===== src/logic/issue_pkg.sv =====
`default_nettype none

package issue_pkg;

	localparam int ISSUE_NUM         = 2;
	localparam int DCACHE_PIPE_DEPTH = 2;
	localparam int QUEUE_DEPTH       = 8;
	localparam int QPTR_W            = $clog2(QUEUE_DEPTH);
	localparam int ISSUE_CNT_W       = $clog2(ISSUE_NUM + 1);

	// primary opcodes
	localparam logic [5:0] OPC_SPECIAL  = 6'b000000;
	localparam logic [5:0] OPC_REGIMM   = 6'b000001;
	localparam logic [5:0] OPC_J        = 6'b000010;
	localparam logic [5:0] OPC_JAL      = 6'b000011;
	localparam logic [5:0] OPC_BEQ      = 6'b000100;
	localparam logic [5:0] OPC_BNE      = 6'b000101;
	localparam logic [5:0] OPC_BLEZ     = 6'b000110;
	localparam logic [5:0] OPC_BGTZ     = 6'b000111;
	localparam logic [5:0] OPC_COP0     = 6'b010000;
	localparam logic [5:0] OPC_SPECIAL2 = 6'b011100;
	localparam logic [5:0] OPC_LL       = 6'b110000;
	localparam logic [5:0] OPC_SC       = 6'b111000;

	// SPECIAL function codes
	localparam logic [5:0] FN_JR    = 6'b001000;
	localparam logic [5:0] FN_JALR  = 6'b001001;
	localparam logic [5:0] FN_MFHI  = 6'b010000;
	localparam logic [5:0] FN_MTHI  = 6'b010001;
	localparam logic [5:0] FN_MFLO  = 6'b010010;
	localparam logic [5:0] FN_MTLO  = 6'b010011;
	localparam logic [5:0] FN_MULT  = 6'b011000;
	localparam logic [5:0] FN_MULTU = 6'b011001;
	localparam logic [5:0] FN_DIV   = 6'b011010;
	localparam logic [5:0] FN_DIVU  = 6'b011011;
	localparam logic [5:0] FN_ERET  = 6'b011000;

	// COP0 rs field
	localparam logic [4:0] COP0_MF = 5'b00000;
	localparam logic [4:0] COP0_MT = 5'b00100;

	// sll r0, r0, 1
	localparam logic [31:0] SSNOP_WORD = 32'h0000_0040;

	typedef enum logic [3:0] {
		OP_NOP, OP_ALU, OP_LOAD, OP_STORE, OP_SC, OP_BRANCH, OP_MULT,
		OP_DIV, OP_DIVU, OP_HILO, OP_MFC0, OP_MTC0, OP_ERET
	} op_t;

	typedef struct packed {
		logic [5:0] opcode;
		logic [4:0] rs;
		logic [4:0] rt;
		logic [4:0] rd;
		logic [4:0] shamt;
		logic [5:0] funct;
	} r_fmt_t;

	typedef struct packed {
		logic [5:0]  opcode;
		logic [4:0]  rs;
		logic [4:0]  rt;
		logic [15:0] imm;
	} i_fmt_t;

	typedef union packed {
		r_fmt_t r;
		i_fmt_t i;
	} instr_word_t;

	typedef struct packed {
		logic        valid;
		logic [31:0] pc;
		instr_word_t instr;
	} fetch_entry_t;

	typedef struct packed {
		op_t         op;
		logic [4:0]  rs1;
		logic [4:0]  rs2;
		// zero when nothing is written
		logic [4:0]  rd;
		logic        is_load;
		logic        is_store;
		logic        is_controlflow;
		logic        is_hilo;
		logic        is_priv;
		logic        is_nonrw_priv;
		logic [31:0] pc;
		logic [31:0] instr;
	} decoded_instr_t;

endpackage

// two oldest queue entries, and how many of them leave
interface head_if;
	issue_pkg::fetch_entry_t [issue_pkg::ISSUE_NUM-1:0] entry;
	logic [issue_pkg::ISSUE_CNT_W-1:0]                 pop_num;

	modport queue (output entry, input pop_num);
	modport issue (input entry, output pop_num);
endinterface

// pipeline contents seen by the issue logic
interface stage_if;
	issue_pkg::decoded_instr_t [issue_pkg::ISSUE_NUM-1:0] ex_instr;
	issue_pkg::decoded_instr_t [issue_pkg::DCACHE_PIPE_DEPTH-1:0][issue_pkg::ISSUE_NUM-1:0]
		dcache_instr;
	issue_pkg::decoded_instr_t [issue_pkg::ISSUE_NUM-1:0] issue_instr;
	logic [issue_pkg::ISSUE_CNT_W-1:0]                   issue_num;

	modport tracker (output ex_instr, output dcache_instr, input issue_instr, input issue_num);
	modport issue (input ex_instr, input dcache_instr, output issue_instr, output issue_num);
endinterface

`default_nettype wire


===== src/logic/fetch_queue.sv =====
`default_nettype none

module fetch_queue (
	input  logic                                  clk,
	input  logic                                  rst_n,
	input  logic                                  fetch_valid,
	input  logic [31:0]                           fetch_pc,
	input  logic [31:0]                           fetch_instr,
	head_if.queue                                 head,
	output logic [issue_pkg::ISSUE_CNT_W-1:0]     credit_return
);

	issue_pkg::fetch_entry_t mem [issue_pkg::QUEUE_DEPTH];
	issue_pkg::fetch_entry_t wr_entry;
	issue_pkg::fetch_entry_t [issue_pkg::ISSUE_NUM-1:0] rd_entry;

	logic [issue_pkg::QPTR_W-1:0] wr_ptr;
	logic [issue_pkg::QPTR_W-1:0] rd_ptr;
	logic [issue_pkg::QPTR_W:0]   count;
	logic [issue_pkg::QPTR_W:0]   push_num;
	logic [issue_pkg::QPTR_W:0]   pop_ext;

	always_comb begin
		wr_entry       = '0;
		wr_entry.valid = 1'b1;
		wr_entry.pc    = fetch_pc;
		wr_entry.instr = fetch_instr;
	end

	// the count decides which entries are live
	always_ff @(posedge clk) begin
		if (fetch_valid) begin
			mem[wr_ptr] <= wr_entry;
		end
	end

	assign push_num = {{issue_pkg::QPTR_W{1'b0}}, fetch_valid};
	assign pop_ext  = (issue_pkg::QPTR_W + 1)'(head.pop_num);

	always_ff @(posedge clk or negedge rst_n) begin
		if (!rst_n) begin
			wr_ptr <= '0;
			rd_ptr <= '0;
			count  <= '0;
		end else begin
			if (fetch_valid) begin
				wr_ptr <= wr_ptr + 1'b1;
			end
			// pointer wraps since the depth is a power of two
			rd_ptr <= rd_ptr + issue_pkg::QPTR_W'(head.pop_num);
			count  <= count + push_num - pop_ext;
		end
	end

	// one credit back per popped entry a cycle after the pop
	always_ff @(posedge clk or negedge rst_n) begin
		if (!rst_n) begin
			credit_return <= '0;
		end else begin
			credit_return <= head.pop_num;
		end
	end

	always_comb begin
		for (int i = 0; i < issue_pkg::ISSUE_NUM; i++) begin
			rd_entry[i]       = mem[rd_ptr + issue_pkg::QPTR_W'(i)];
			rd_entry[i].valid = rd_entry[i].valid & (count > i);
		end
	end

	assign head.entry = rd_entry;

endmodule

`default_nettype wire


===== src/logic/instr_decoder.sv =====
`default_nettype none

module instr_decoder (
	input  issue_pkg::fetch_entry_t   entry,
	output issue_pkg::decoded_instr_t decoded
);

	issue_pkg::r_fmt_t rf;
	issue_pkg::i_fmt_t itf;

	assign rf  = entry.instr.r;
	assign itf = entry.instr.i;

	always_comb begin
		decoded       = '0;
		decoded.pc    = entry.pc;
		decoded.instr = entry.instr;
		if (entry.valid) begin
			case (itf.opcode) inside
				issue_pkg::OPC_SPECIAL: begin
					decoded.rs1 = rf.rs;
					decoded.rs2 = rf.rt;
					case (rf.funct)
						issue_pkg::FN_JR: begin
							decoded.op             = issue_pkg::OP_BRANCH;
							decoded.rs2            = '0;
							decoded.is_controlflow = 1'b1;
						end
						issue_pkg::FN_JALR: begin
							decoded.op             = issue_pkg::OP_BRANCH;
							decoded.rs2            = '0;
							decoded.rd             = rf.rd;
							decoded.is_controlflow = 1'b1;
						end
						issue_pkg::FN_MFHI, issue_pkg::FN_MFLO: begin
							decoded.op      = issue_pkg::OP_HILO;
							decoded.rs1     = '0;
							decoded.rs2     = '0;
							decoded.rd      = rf.rd;
							decoded.is_hilo = 1'b1;
						end
						issue_pkg::FN_MTHI, issue_pkg::FN_MTLO: begin
							decoded.op      = issue_pkg::OP_HILO;
							decoded.rs2     = '0;
							decoded.is_hilo = 1'b1;
						end
						issue_pkg::FN_MULT, issue_pkg::FN_MULTU: begin
							decoded.op      = issue_pkg::OP_MULT;
							decoded.is_hilo = 1'b1;
						end
						issue_pkg::FN_DIV: begin
							decoded.op      = issue_pkg::OP_DIV;
							decoded.is_hilo = 1'b1;
						end
						issue_pkg::FN_DIVU: begin
							decoded.op      = issue_pkg::OP_DIVU;
							decoded.is_hilo = 1'b1;
						end
						default: begin
							// all-zero word is the canonical nop
							decoded.op = (entry.instr == '0) ? issue_pkg::OP_NOP
							                                 : issue_pkg::OP_ALU;
							decoded.rd = rf.rd;
						end
					endcase
				end
				issue_pkg::OPC_SPECIAL2: begin
					decoded.rs1 = rf.rs;
					decoded.rs2 = rf.rt;
					// MADD/MADDU/MSUB/MSUBU accumulate into HI/LO, the rest write rd
					if (rf.funct[5:3] == 3'b000 && !rf.funct[1]) begin
						decoded.op      = issue_pkg::OP_MULT;
						decoded.is_hilo = 1'b1;
					end else begin
						decoded.op = issue_pkg::OP_ALU;
						decoded.rd = rf.rd;
					end
				end
				issue_pkg::OPC_REGIMM: begin
					decoded.op             = issue_pkg::OP_BRANCH;
					decoded.rs1            = itf.rs;
					decoded.is_controlflow = 1'b1;
					// BLTZAL/BGEZAL link
					decoded.rd             = itf.rt[4] ? 5'd31 : 5'd0;
				end
				issue_pkg::OPC_J, issue_pkg::OPC_JAL: begin
					decoded.op             = issue_pkg::OP_BRANCH;
					decoded.is_controlflow = 1'b1;
					decoded.rd             = itf.opcode[0] ? 5'd31 : 5'd0;
				end
				issue_pkg::OPC_BEQ, issue_pkg::OPC_BNE,
				issue_pkg::OPC_BLEZ, issue_pkg::OPC_BGTZ: begin
					decoded.op             = issue_pkg::OP_BRANCH;
					decoded.rs1            = itf.rs;
					decoded.rs2            = itf.opcode[1] ? 5'd0 : itf.rt;
					decoded.is_controlflow = 1'b1;
				end
				6'b001???: begin
					decoded.op  = issue_pkg::OP_ALU;
					decoded.rs1 = itf.rs;
					decoded.rd  = itf.rt;
				end
				issue_pkg::OPC_COP0: begin
					if (rf.rs == issue_pkg::COP0_MF) begin
						decoded.op      = issue_pkg::OP_MFC0;
						decoded.rd      = rf.rt;
						decoded.is_priv = 1'b1;
					end else if (rf.rs == issue_pkg::COP0_MT) begin
						decoded.op      = issue_pkg::OP_MTC0;
						decoded.rs1     = rf.rt;
						decoded.is_priv = 1'b1;
					end else if (rf.rs[4] && rf.funct == issue_pkg::FN_ERET) begin
						decoded.op            = issue_pkg::OP_ERET;
						decoded.is_priv       = 1'b1;
						decoded.is_nonrw_priv = 1'b1;
					end
				end
				6'b100???, issue_pkg::OPC_LL: begin
					decoded.op      = issue_pkg::OP_LOAD;
					decoded.rs1     = itf.rs;
					decoded.rd      = itf.rt;
					decoded.is_load = 1'b1;
				end
				6'b101???: begin
					decoded.op       = issue_pkg::OP_STORE;
					decoded.rs1      = itf.rs;
					decoded.rs2      = itf.rt;
					decoded.is_store = 1'b1;
				end
				issue_pkg::OPC_SC: begin
					// SC also writes its success flag into rt
					decoded.op       = issue_pkg::OP_SC;
					decoded.rs1      = itf.rs;
					decoded.rs2      = itf.rt;
					decoded.rd       = itf.rt;
					decoded.is_store = 1'b1;
				end
				default: decoded.op = issue_pkg::OP_NOP;
			endcase
		end
	end

endmodule

`default_nettype wire


===== src/logic/instr_issue.sv =====
`default_nettype none

// fixed at two issue slots
module instr_issue (
	input  issue_pkg::fetch_entry_t   entry0,
	input  issue_pkg::fetch_entry_t   entry1,
	input  issue_pkg::decoded_instr_t id0,
	input  issue_pkg::decoded_instr_t id1,
	stage_if.issue                    stage,
	head_if.issue                     head
);

	function automatic logic is_ssnop(input issue_pkg::fetch_entry_t e);
		return e.valid && e.instr == issue_pkg::SSNOP_WORD;
	endfunction

	// a load ahead in the pipe writes a register this one reads
	function automatic logic is_load_related(
		input issue_pkg::decoded_instr_t id,
		input issue_pkg::decoded_instr_t ex
	);
		return ex.is_load && ex.rd != '0 && (id.rs1 == ex.rd || id.rs2 == ex.rd);
	endfunction

	function automatic logic is_data_related(
		input issue_pkg::decoded_instr_t older,
		input issue_pkg::decoded_instr_t younger
	);
		return older.rd != '0 && (younger.rs1 == older.rd || younger.rs2 == older.rd);
	endfunction

	issue_pkg::decoded_instr_t [issue_pkg::ISSUE_NUM-1:0] id;
	issue_pkg::decoded_instr_t [issue_pkg::ISSUE_NUM-1:0] issue_instr;
	logic [issue_pkg::ISSUE_CNT_W-1:0] issue_num;

	logic [issue_pkg::ISSUE_NUM-1:0] instr_valid;
	logic [issue_pkg::ISSUE_NUM-1:0] load_related;
	logic [issue_pkg::ISSUE_NUM-1:0] mem_access;
	logic [issue_pkg::ISSUE_NUM-1:0] hilo_access;
	logic priv_executing;
	logic nonrw_priv_executing;
	logic delayslot_load_related;
	logic instr2_not_taken;
	logic stall_req;

	assign id[0]       = id0;
	assign id[1]       = id1;
	assign instr_valid = {entry1.valid, entry0.valid};

	for (genvar i = 0; i < issue_pkg::ISSUE_NUM; i++) begin : g_access
		assign mem_access[i]  = id[i].is_load | id[i].is_store;
		assign hilo_access[i] = id[i].is_hilo;
	end

	// load-use only against EX and the first D-cache stage
	always_comb begin
		load_related = '0;
		for (int i = 0; i < issue_pkg::ISSUE_NUM; i++) begin
			for (int j = 0; j < issue_pkg::ISSUE_NUM; j++) begin
				load_related[i] |= is_load_related(id[i], stage.ex_instr[j]);
				for (int k = 0; k < issue_pkg::DCACHE_PIPE_DEPTH - 1; k++) begin
					load_related[i] |= is_load_related(id[i], stage.dcache_instr[k][j]);
				end
			end
		end
		load_related &= instr_valid;
	end

	always_comb begin
		priv_executing       = 1'b0;
		nonrw_priv_executing = 1'b0;
		for (int i = 0; i < issue_pkg::ISSUE_NUM; i++) begin
			priv_executing       |= stage.ex_instr[i].is_priv;
			nonrw_priv_executing |= stage.ex_instr[i].is_nonrw_priv;
			for (int k = 0; k < issue_pkg::DCACHE_PIPE_DEPTH; k++) begin
				priv_executing       |= stage.dcache_instr[k][i].is_priv;
				nonrw_priv_executing |= stage.dcache_instr[k][i].is_nonrw_priv;
			end
		end
	end

	// a branch must not pair with its delay slot while a load is still in flight
	always_comb begin
		delayslot_load_related = id[0].is_load;
		for (int i = 0; i < issue_pkg::ISSUE_NUM; i++) begin
			delayslot_load_related |= stage.ex_instr[i].is_load;
			for (int k = 0; k < issue_pkg::DCACHE_PIPE_DEPTH - 1; k++) begin
				delayslot_load_related |= stage.dcache_instr[k][i].is_load;
			end
		end
		delayslot_load_related &= id[1].is_controlflow;
	end

	assign instr2_not_taken = ~instr_valid[1]
		|| is_data_related(id[0], id[1])
		|| (mem_access[0] & mem_access[1])
		|| (hilo_access[0] & hilo_access[1])
		|| delayslot_load_related
		|| is_ssnop(entry0) || is_ssnop(entry1)
		|| id[0].op == issue_pkg::OP_SC || id[1].op == issue_pkg::OP_SC
		|| id[0].is_priv || id[1].is_priv
		|| id[1].op == issue_pkg::OP_DIV || id[1].op == issue_pkg::OP_DIVU;

	assign stall_req = load_related[0]
		| (load_related[1] & ~instr2_not_taken)
		| (id[0].is_nonrw_priv & priv_executing)
		| nonrw_priv_executing
		| ~instr_valid[0];

	always_comb begin
		issue_instr = id;
		issue_num   = 2'd2;
		if (stall_req) begin
			issue_num   = 2'd0;
			issue_instr = '0;
		end else if (instr2_not_taken) begin
			issue_num      = 2'd1;
			issue_instr[1] = '0;
		end
	end

	assign stage.issue_instr = issue_instr;
	assign stage.issue_num   = issue_num;
	assign head.pop_num      = issue_num;

endmodule

`default_nettype wire


===== src/logic/pipe_tracker.sv =====
`default_nettype none

module pipe_tracker (
	input  logic                                   clk,
	input  logic                                   rst_n,
	stage_if.tracker                               stage,
	output logic [issue_pkg::ISSUE_NUM-1:0]        retire_valid,
	output logic [issue_pkg::ISSUE_NUM-1:0][31:0]  retire_pc,
	output logic [issue_pkg::ISSUE_NUM-1:0][31:0]  retire_instr
);

	localparam int N = issue_pkg::ISSUE_NUM;
	localparam int D = issue_pkg::DCACHE_PIPE_DEPTH;

	logic [N-1:0]                      issue_valid;
	logic [N-1:0]                      ex_valid;
	logic [D-1:0][N-1:0]               dc_valid;
	issue_pkg::decoded_instr_t [N-1:0] ex_q;
	issue_pkg::decoded_instr_t [D-1:0][N-1:0] dc_q;

	// slot i is live when fewer than issue_num slots precede it
	for (genvar i = 0; i < N; i++) begin : g_issue_valid
		assign issue_valid[i] = stage.issue_num > i;
	end

	always_ff @(posedge clk or negedge rst_n) begin
		if (!rst_n) begin
			ex_valid <= '0;
			dc_valid <= '0;
		end else begin
			// issue_num of 0 shifts in a bubble
			ex_valid    <= issue_valid;
			dc_valid[0] <= ex_valid;
			for (int k = 1; k < D; k++) begin
				dc_valid[k] <= dc_valid[k-1];
			end
		end
	end

	always_ff @(posedge clk) begin
		ex_q    <= stage.issue_instr;
		dc_q[0] <= ex_q;
		for (int k = 1; k < D; k++) begin
			dc_q[k] <= dc_q[k-1];
		end
	end

	// empty slots look like nops to the hazard checks
	for (genvar i = 0; i < N; i++) begin : g_feedback
		assign stage.ex_instr[i] = ex_valid[i] ? ex_q[i] : '0;
		for (genvar k = 0; k < D; k++) begin : g_dc
			assign stage.dcache_instr[k][i] = dc_valid[k][i] ? dc_q[k][i] : '0;
		end
	end

	assign retire_valid = dc_valid[D-1];

	for (genvar i = 0; i < N; i++) begin : g_retire
		assign retire_pc[i]    = dc_q[D-1][i].pc;
		assign retire_instr[i] = dc_q[D-1][i].instr;
	end

endmodule

`default_nettype wire


===== src/logic/issue_top.sv =====
`default_nettype none

module issue_top (
	input  logic                                   clk,
	input  logic                                   rst_n,
	input  logic                                   fetch_valid,
	input  logic [31:0]                            fetch_pc,
	input  logic [31:0]                            fetch_instr,
	output logic [issue_pkg::ISSUE_CNT_W-1:0]      credit_return,
	output logic [issue_pkg::ISSUE_NUM-1:0]        retire_valid,
	output logic [issue_pkg::ISSUE_NUM-1:0][31:0]  retire_pc,
	output logic [issue_pkg::ISSUE_NUM-1:0][31:0]  retire_instr
);

	head_if  h_if ();
	stage_if s_if ();

	issue_pkg::decoded_instr_t [issue_pkg::ISSUE_NUM-1:0] dec;

	fetch_queue u_queue (
		.clk           (clk),
		.rst_n         (rst_n),
		.fetch_valid   (fetch_valid),
		.fetch_pc      (fetch_pc),
		.fetch_instr   (fetch_instr),
		.head          (h_if.queue),
		.credit_return (credit_return)
	);

	// one decoder per head entry
	for (genvar i = 0; i < issue_pkg::ISSUE_NUM; i++) begin : g_dec
		instr_decoder u_dec (
			.entry   (h_if.entry[i]),
			.decoded (dec[i])
		);
	end

	instr_issue u_issue (
		.entry0 (h_if.entry[0]),
		.entry1 (h_if.entry[1]),
		.id0    (dec[0]),
		.id1    (dec[1]),
		.stage  (s_if.issue),
		.head   (h_if.issue)
	);

	pipe_tracker u_tracker (
		.clk          (clk),
		.rst_n        (rst_n),
		.stage        (s_if.tracker),
		.retire_valid (retire_valid),
		.retire_pc    (retire_pc),
		.retire_instr (retire_instr)
	);

endmodule

`default_nettype wire


===== config.mk =====
export PLATFORM = sky130hd
export DESIGN_NAME = issue_top
export DESIGN_NICKNAME = d
export VERILOG_FILES = /design/src/logic/issue_pkg.sv /design/src/logic/fetch_queue.sv /design/src/logic/instr_decoder.sv /design/src/logic/instr_issue.sv /design/src/logic/pipe_tracker.sv /design/src/logic/issue_top.sv
export SDC_FILE = /design/constraint.sdc
export NUM_CORES = 1
export LEC_CHECK = 0
export BUFFER_PORTS_ARGS = -buffer_cell sky130_fd_sc_hd__buf_2
export CORE_MARGIN = 2
export CORE_UTILIZATION = 30
export DETAILED_ROUTE_END_ITERATION = 8
export GPL_TIMING_DRIVEN = 0
export HOLD_SLACK_MARGIN = 0.08
export PLACE_DENSITY_LB_ADDON = 0.15
export SLEW_MARGIN = 20
export SYNTH_ARGS = -nofsm -noshare
export SYNTH_HDL_FRONTEND = slang
export SYNTH_SLANG_ARGS = --single-unit

===== constraint.sdc =====
create_clock -name clk -period 5.7 [get_ports clk]
set_input_delay 0.855 -clock clk [delete_from_list [all_inputs] [get_ports clk]]
set_output_delay 0.855 -clock clk [all_outputs]
set_load 0.005 [all_outputs]

==> flow_results.org <==
** Clock network
- Clk pin slew, worst setup/hold paths :: 0.05 ns
- Number of H-tree levels :: 3
- Maximum count of clock buffers along a single path :: 3
- The number of hold buffers added after CTS was 0.
- Clock latency on the worst-skew pair, taken at its later pin, is around 0.76 ns.
- Clock tree from TritonCTS :: yes
- The tree is rooted in a sky130_fd_sc_hd__clkbuf_16.
- The tree built by TritonCTS fans out to 949 sinks.
- Number of buffers added by the clock tree synthesis step :: between 100 and 150

** Placed design
- At the placement stage, the worst setup path has a slack of -2.681 ns.
- Once placement completed, the tool counted placed cells totaling 4638.
- Count of buffers inserted at the top-level ports :: just under 200
- Post-detailed-placement cell area :: about 0.044 mm2
- The congestion estimate from routability-driven global placement came to 0.8946.
- DPL Wire Length :: about 98000 um

** Worst setup path
- Crit-path slowest cell :: sky130_fd_sc_hd__fa_2
- Data on the critical path is required at its endpoint by 6.28 ns.
- Of all nets on the critical path, the largest fanout is 6.
- The worst setup path is of the flop to flop kind.
- Delay contributed by the slowest stage of the critical path :: between 0.5 and 0.6 ns
- Worst Path Arrival :: 6.42 ns
- STA classifies the critical path endpoint as a flop.
- STA classifies the critical path startpoint as a flop.
- Traced cell by cell, the critical path runs through buf_12 -> bufbuf_16 -> mux4_2 -> mux2i_4 -> nand4_1 -> buf_6 -> or4_4 -> a21o_1 -> a2111o_1 -> nand4bb_1 -> a21boi_1 -> o22a_1 -> o31ai_4 -> buf_6 -> nor2_2 -> nor2_4 -> ha_4 -> inv_4 -> ha_4 -> inv_1 -> fa_2 -> inv_1.

** Global routing
- The first global-routing pass estimated 192200 um of wire.
- Global route total overflow :: 0
- The number of antenna violations at the first check in global routing came to 23.
- Largest net degree at the start of global routing :: 18
- Vias in the first global route :: approximately 27000
- In the global route stage, overall resource usage came out at 0.1966.

** Synth
- Async set-or-reset flop fraction in the synthesized netlist :: 0.01791
- Average size of a mapped cell :: 15.10 um2
- The share of the Yosys chip area taken by registers is 0.6068.
- Mapped Area :: 0.03989 mm2
- After synthesis, the cell types taking the most area are sky130_fd_sc_hd__edfxtp_1 (39%), sky130_fd_sc_hd__dfxtp_1 (21%), sky130_fd_sc_hd__mux4_2 (14%).
- Fraction of synthesized cell area taken by the top area cell type :: 0.3854
- Yosys printed 0 warnings.
- The largest total area in the synthesized netlist belongs to sky130_fd_sc_hd__edfxtp_1.
- Number of flops mapped to enable cells by yosys :: 512
- Post-Synthesis Cells :: roughly 2600
- Number of storage elements in the synthesis netlist :: 949
- Distinct cells, synth :: 95
- Among all flip-flop cells after synthesis, the most frequent one is sky130_fd_sc_hd__edfxtp_1.

** Run status
- Failing checks :: negative setup slack
- Result of the run :: finished with violations

** STA
- Layout Skew :: 0.08025 ns
- Number of hold violations in the final report :: 0
- Tcrit/Tclk final :: 1.024
- Final worst slack :: -0.1360 ns
- The final count of pins violating max slew came to 0.
- For this run, the top clock speed supported by timing is 171.4 MHz.
- Time the worst path needs with I/O delays and setup :: 5.836 ns
- Final-report setup violation count :: 3
- Normalized max-slew margin :: 0.2257
- Setup repair after global routing could not meet its margin everywhere.
- For the pin with the worst max-slew slack, the measured transition is 1.161 ns.

** Cells and area
- The finished layout holds 4950 standard cells, fillers aside.
- Proportion of layout cells with a drive suffix above 1 :: 0.4146
- Across the whole layout, storage elements account for between 0.02 and 0.025 mm2.
- After the last flow step, the layout net total stands at 3180.
- Utilization after layout :: 0.3832
- Compared with the post-synthesis result, the final layout area differs by 26.61%.
- Area of the multi-input gates :: 0.01492 mm2
- With fillers left out, the area of the finished cells amounts to 0.05051 mm2.
- Counting the fill cells in the layout gives between 10000 and 15000.

** Drt
- Number of DRC violations after detailed-routing iteration 0 :: 1952
- Count of TritonRoute iterations in the first routing pass :: 8
- Dividing the detail-routed via count by the number of cells gives 5.126.
- Routed length per instance :: 27.18 um
- For this run, design rule violations remaining after detail routing come to 0.
- Remaining antenna violation count after routing :: 0
- The detailed router placed about 25000 vias in this run.
- Final Routed Wirelength :: 134600 um

** Floorplanning
- Die width :: about 370 um
- Row generation in the floorplan step produced 133 rows.
- Die Y-Extent :: 368.7 um
- I/O pin cnt :: 199
- The floorplan step defined a die boundary enclosing 0.1359 mm2.
- The core region is 0.1318 mm2.
- The initial utilization of the core area, before any placement, comes to 0.3027.

** Worst hold path
- The min-delay analysis places its worst path in the category input port to asynchronous set/reset pin.

** Job
- Max-cap check violation count :: 0
[logic make-up (layout without fill, tap and decap cells)]
logic type                 count (synthesis)  after routing  synth area share
xor gates and xnor gates                  47             47           0.01051
and+or+nand+nor                          566            566           0.08246
adders and majority gates                 12             12          0.004140
other                                      1              6        0.00009400
DFF                                      949            949            0.6068
AOI/OAI and AO/OA                        305            305           0.05414
buffers and inverters                    310            858           0.04999
muxes                                    452            452            0.1918
[placed cells by master (no fill, tap or decap), types with 89 or more instances in the layout]
cell type,count
sky130_fd_sc_hd__dfxtp_1,420
sky130_fd_sc_hd__nand2_1,104
sky130_fd_sc_hd__mux4_2,246
sky130_fd_sc_hd__nor3_2,95
sky130_fd_sc_hd__buf_4,243
sky130_fd_sc_hd__buf_2,211
sky130_fd_sc_hd__nor2_1,89
sky130_fd_sc_hd__edfxtp_1,512
sky130_fd_sc_hd__clkbuf_16,117
sky130_fd_sc_hd__mux2i_1,137
[state kept, by name, indices dropped and copies added (netlist names), 3 cells and up]
signal	flops
u_tracker.retire_pc	64
u_queue.rd_ptr	3
u_tracker.retire_instr	64
u_queue.wr_ptr	3
u_queue.count	4
u_queue.mem	512
u_tracker.ex_q	144
u_tracker.dc_q	148
[metal layers]
layer  routed length (um)  GRT usage  up-vias  part of all wire
met4                 5013    0.06931       24             0.037
met2                66450     0.3351      894              0.49
li1                     -          -    11100                 -
met5                  149          0        -            0.0011
met3                 7852    0.03865      277             0.058
met1                55090     0.2478    13080              0.41
[final timing paths]
kind / start / end / slack [ns] / cells past startpoint
min in group clk: u_tracker.ex_q[140] / u_tracker.dc_q[140] / 0.31 / 0
min reg2reg: u_tracker.ex_q[140] / u_tracker.dc_q[140] / 0.31 / 0
max reg2reg: u_queue.rd_ptr[0] / u_queue.count[1] / -0.14 / 22
min: rst_n / u_queue.rd_ptr[2] / 0.13 / 1
max in group asynchronous: rst_n / u_queue.wr_ptr[2] / 5.12 / 1
max: u_queue.rd_ptr[0] / u_queue.count[1] / -0.14 / 22
[cell usage after synthesis, types with 10 or more instances]
| library cell | n |
|---|---|
| sky130_fd_sc_hd__a211oi_1 | 12 |
| sky130_fd_sc_hd__a21oi_1 | 50 |
| sky130_fd_sc_hd__a22oi_1 | 23 |
| sky130_fd_sc_hd__a31oi_1 | 12 |
| sky130_fd_sc_hd__and2_1 | 16 |
| sky130_fd_sc_hd__buf_1 | 25 |
| sky130_fd_sc_hd__buf_2 | 28 |
| sky130_fd_sc_hd__buf_4 | 145 |
| sky130_fd_sc_hd__buf_6 | 25 |
| sky130_fd_sc_hd__clkbuf_1 | 63 |
| sky130_fd_sc_hd__dfrtp_1 | 17 |
| sky130_fd_sc_hd__dfxtp_1 | 420 |
| sky130_fd_sc_hd__edfxtp_1 | 512 |
| sky130_fd_sc_hd__ha_1 | 10 |
| sky130_fd_sc_hd__inv_1 | 17 |
| sky130_fd_sc_hd__mux2_2 | 37 |
| sky130_fd_sc_hd__mux2i_1 | 168 |
| sky130_fd_sc_hd__mux4_2 | 246 |
| sky130_fd_sc_hd__nand2_1 | 113 |
| sky130_fd_sc_hd__nand2b_1 | 19 |
| sky130_fd_sc_hd__nand3_1 | 41 |
| sky130_fd_sc_hd__nand4_1 | 12 |
| sky130_fd_sc_hd__nor2_1 | 102 |
| sky130_fd_sc_hd__nor2b_1 | 12 |
| sky130_fd_sc_hd__nor3_1 | 65 |
| sky130_fd_sc_hd__nor3_2 | 88 |
| sky130_fd_sc_hd__nor4_1 | 32 |
| sky130_fd_sc_hd__o211ai_1 | 10 |
| sky130_fd_sc_hd__o21a_1 | 11 |
| sky130_fd_sc_hd__o21ai_0 | 64 |
| sky130_fd_sc_hd__o22ai_1 | 12 |
| sky130_fd_sc_hd__o32ai_1 | 10 |
| sky130_fd_sc_hd__or3_1 | 15 |
| sky130_fd_sc_hd__or4_1 | 10 |
| sky130_fd_sc_hd__xnor2_1 | 34 |
| sky130_fd_sc_hd__xor2_1 | 12 |
[layout make-up]
cell class                 count  area share
tap                         1755     0.04348
buffer                       282     0.04563
multi-input combinational   1384      0.2953
clock inverter                57     0.01415
clock buffer                 140     0.06161
timing repair buffer         360     0.05849
antenna                        4   0.0001982
sequential                   949      0.4794
inverter                      19    0.001759
[per-stage QoR]
| step | setup TNS, ns | hold WS (ns) |
|---|---|---|
| after floorplan | -0.1380 | 0.3096 |
| after global placement | -1588.83 | 0.3111 |
| after detailed placement | -208.11 | 0.3121 |
| after CTS | -0.1388 | 0.1153 |
| after global routing | -0.6567 | 0.1390 |
| final | -0.2811 | 0.1337 |
[timing repair]
action | CTS | global route
gates resized for setup | 316 | 55
pin swaps | 42 | 28
setup endpoints to repair | 152 | 68
setup buffers | 92 | 26
gates cloned | 3 | 0
[critical path: cells and delay by family (launching register included)]
family          cells  cell delay (ns)
fa+ha+maj           3             0.93
simple gates        5             1.17
flops               1             0.46
compound gates      5             1.43
mux                 2             0.78
buf+inv             7             0.93
Power is not shown: default switching activity piles up to over one toggle a cycle in this logic, so the estimate is an artifact.
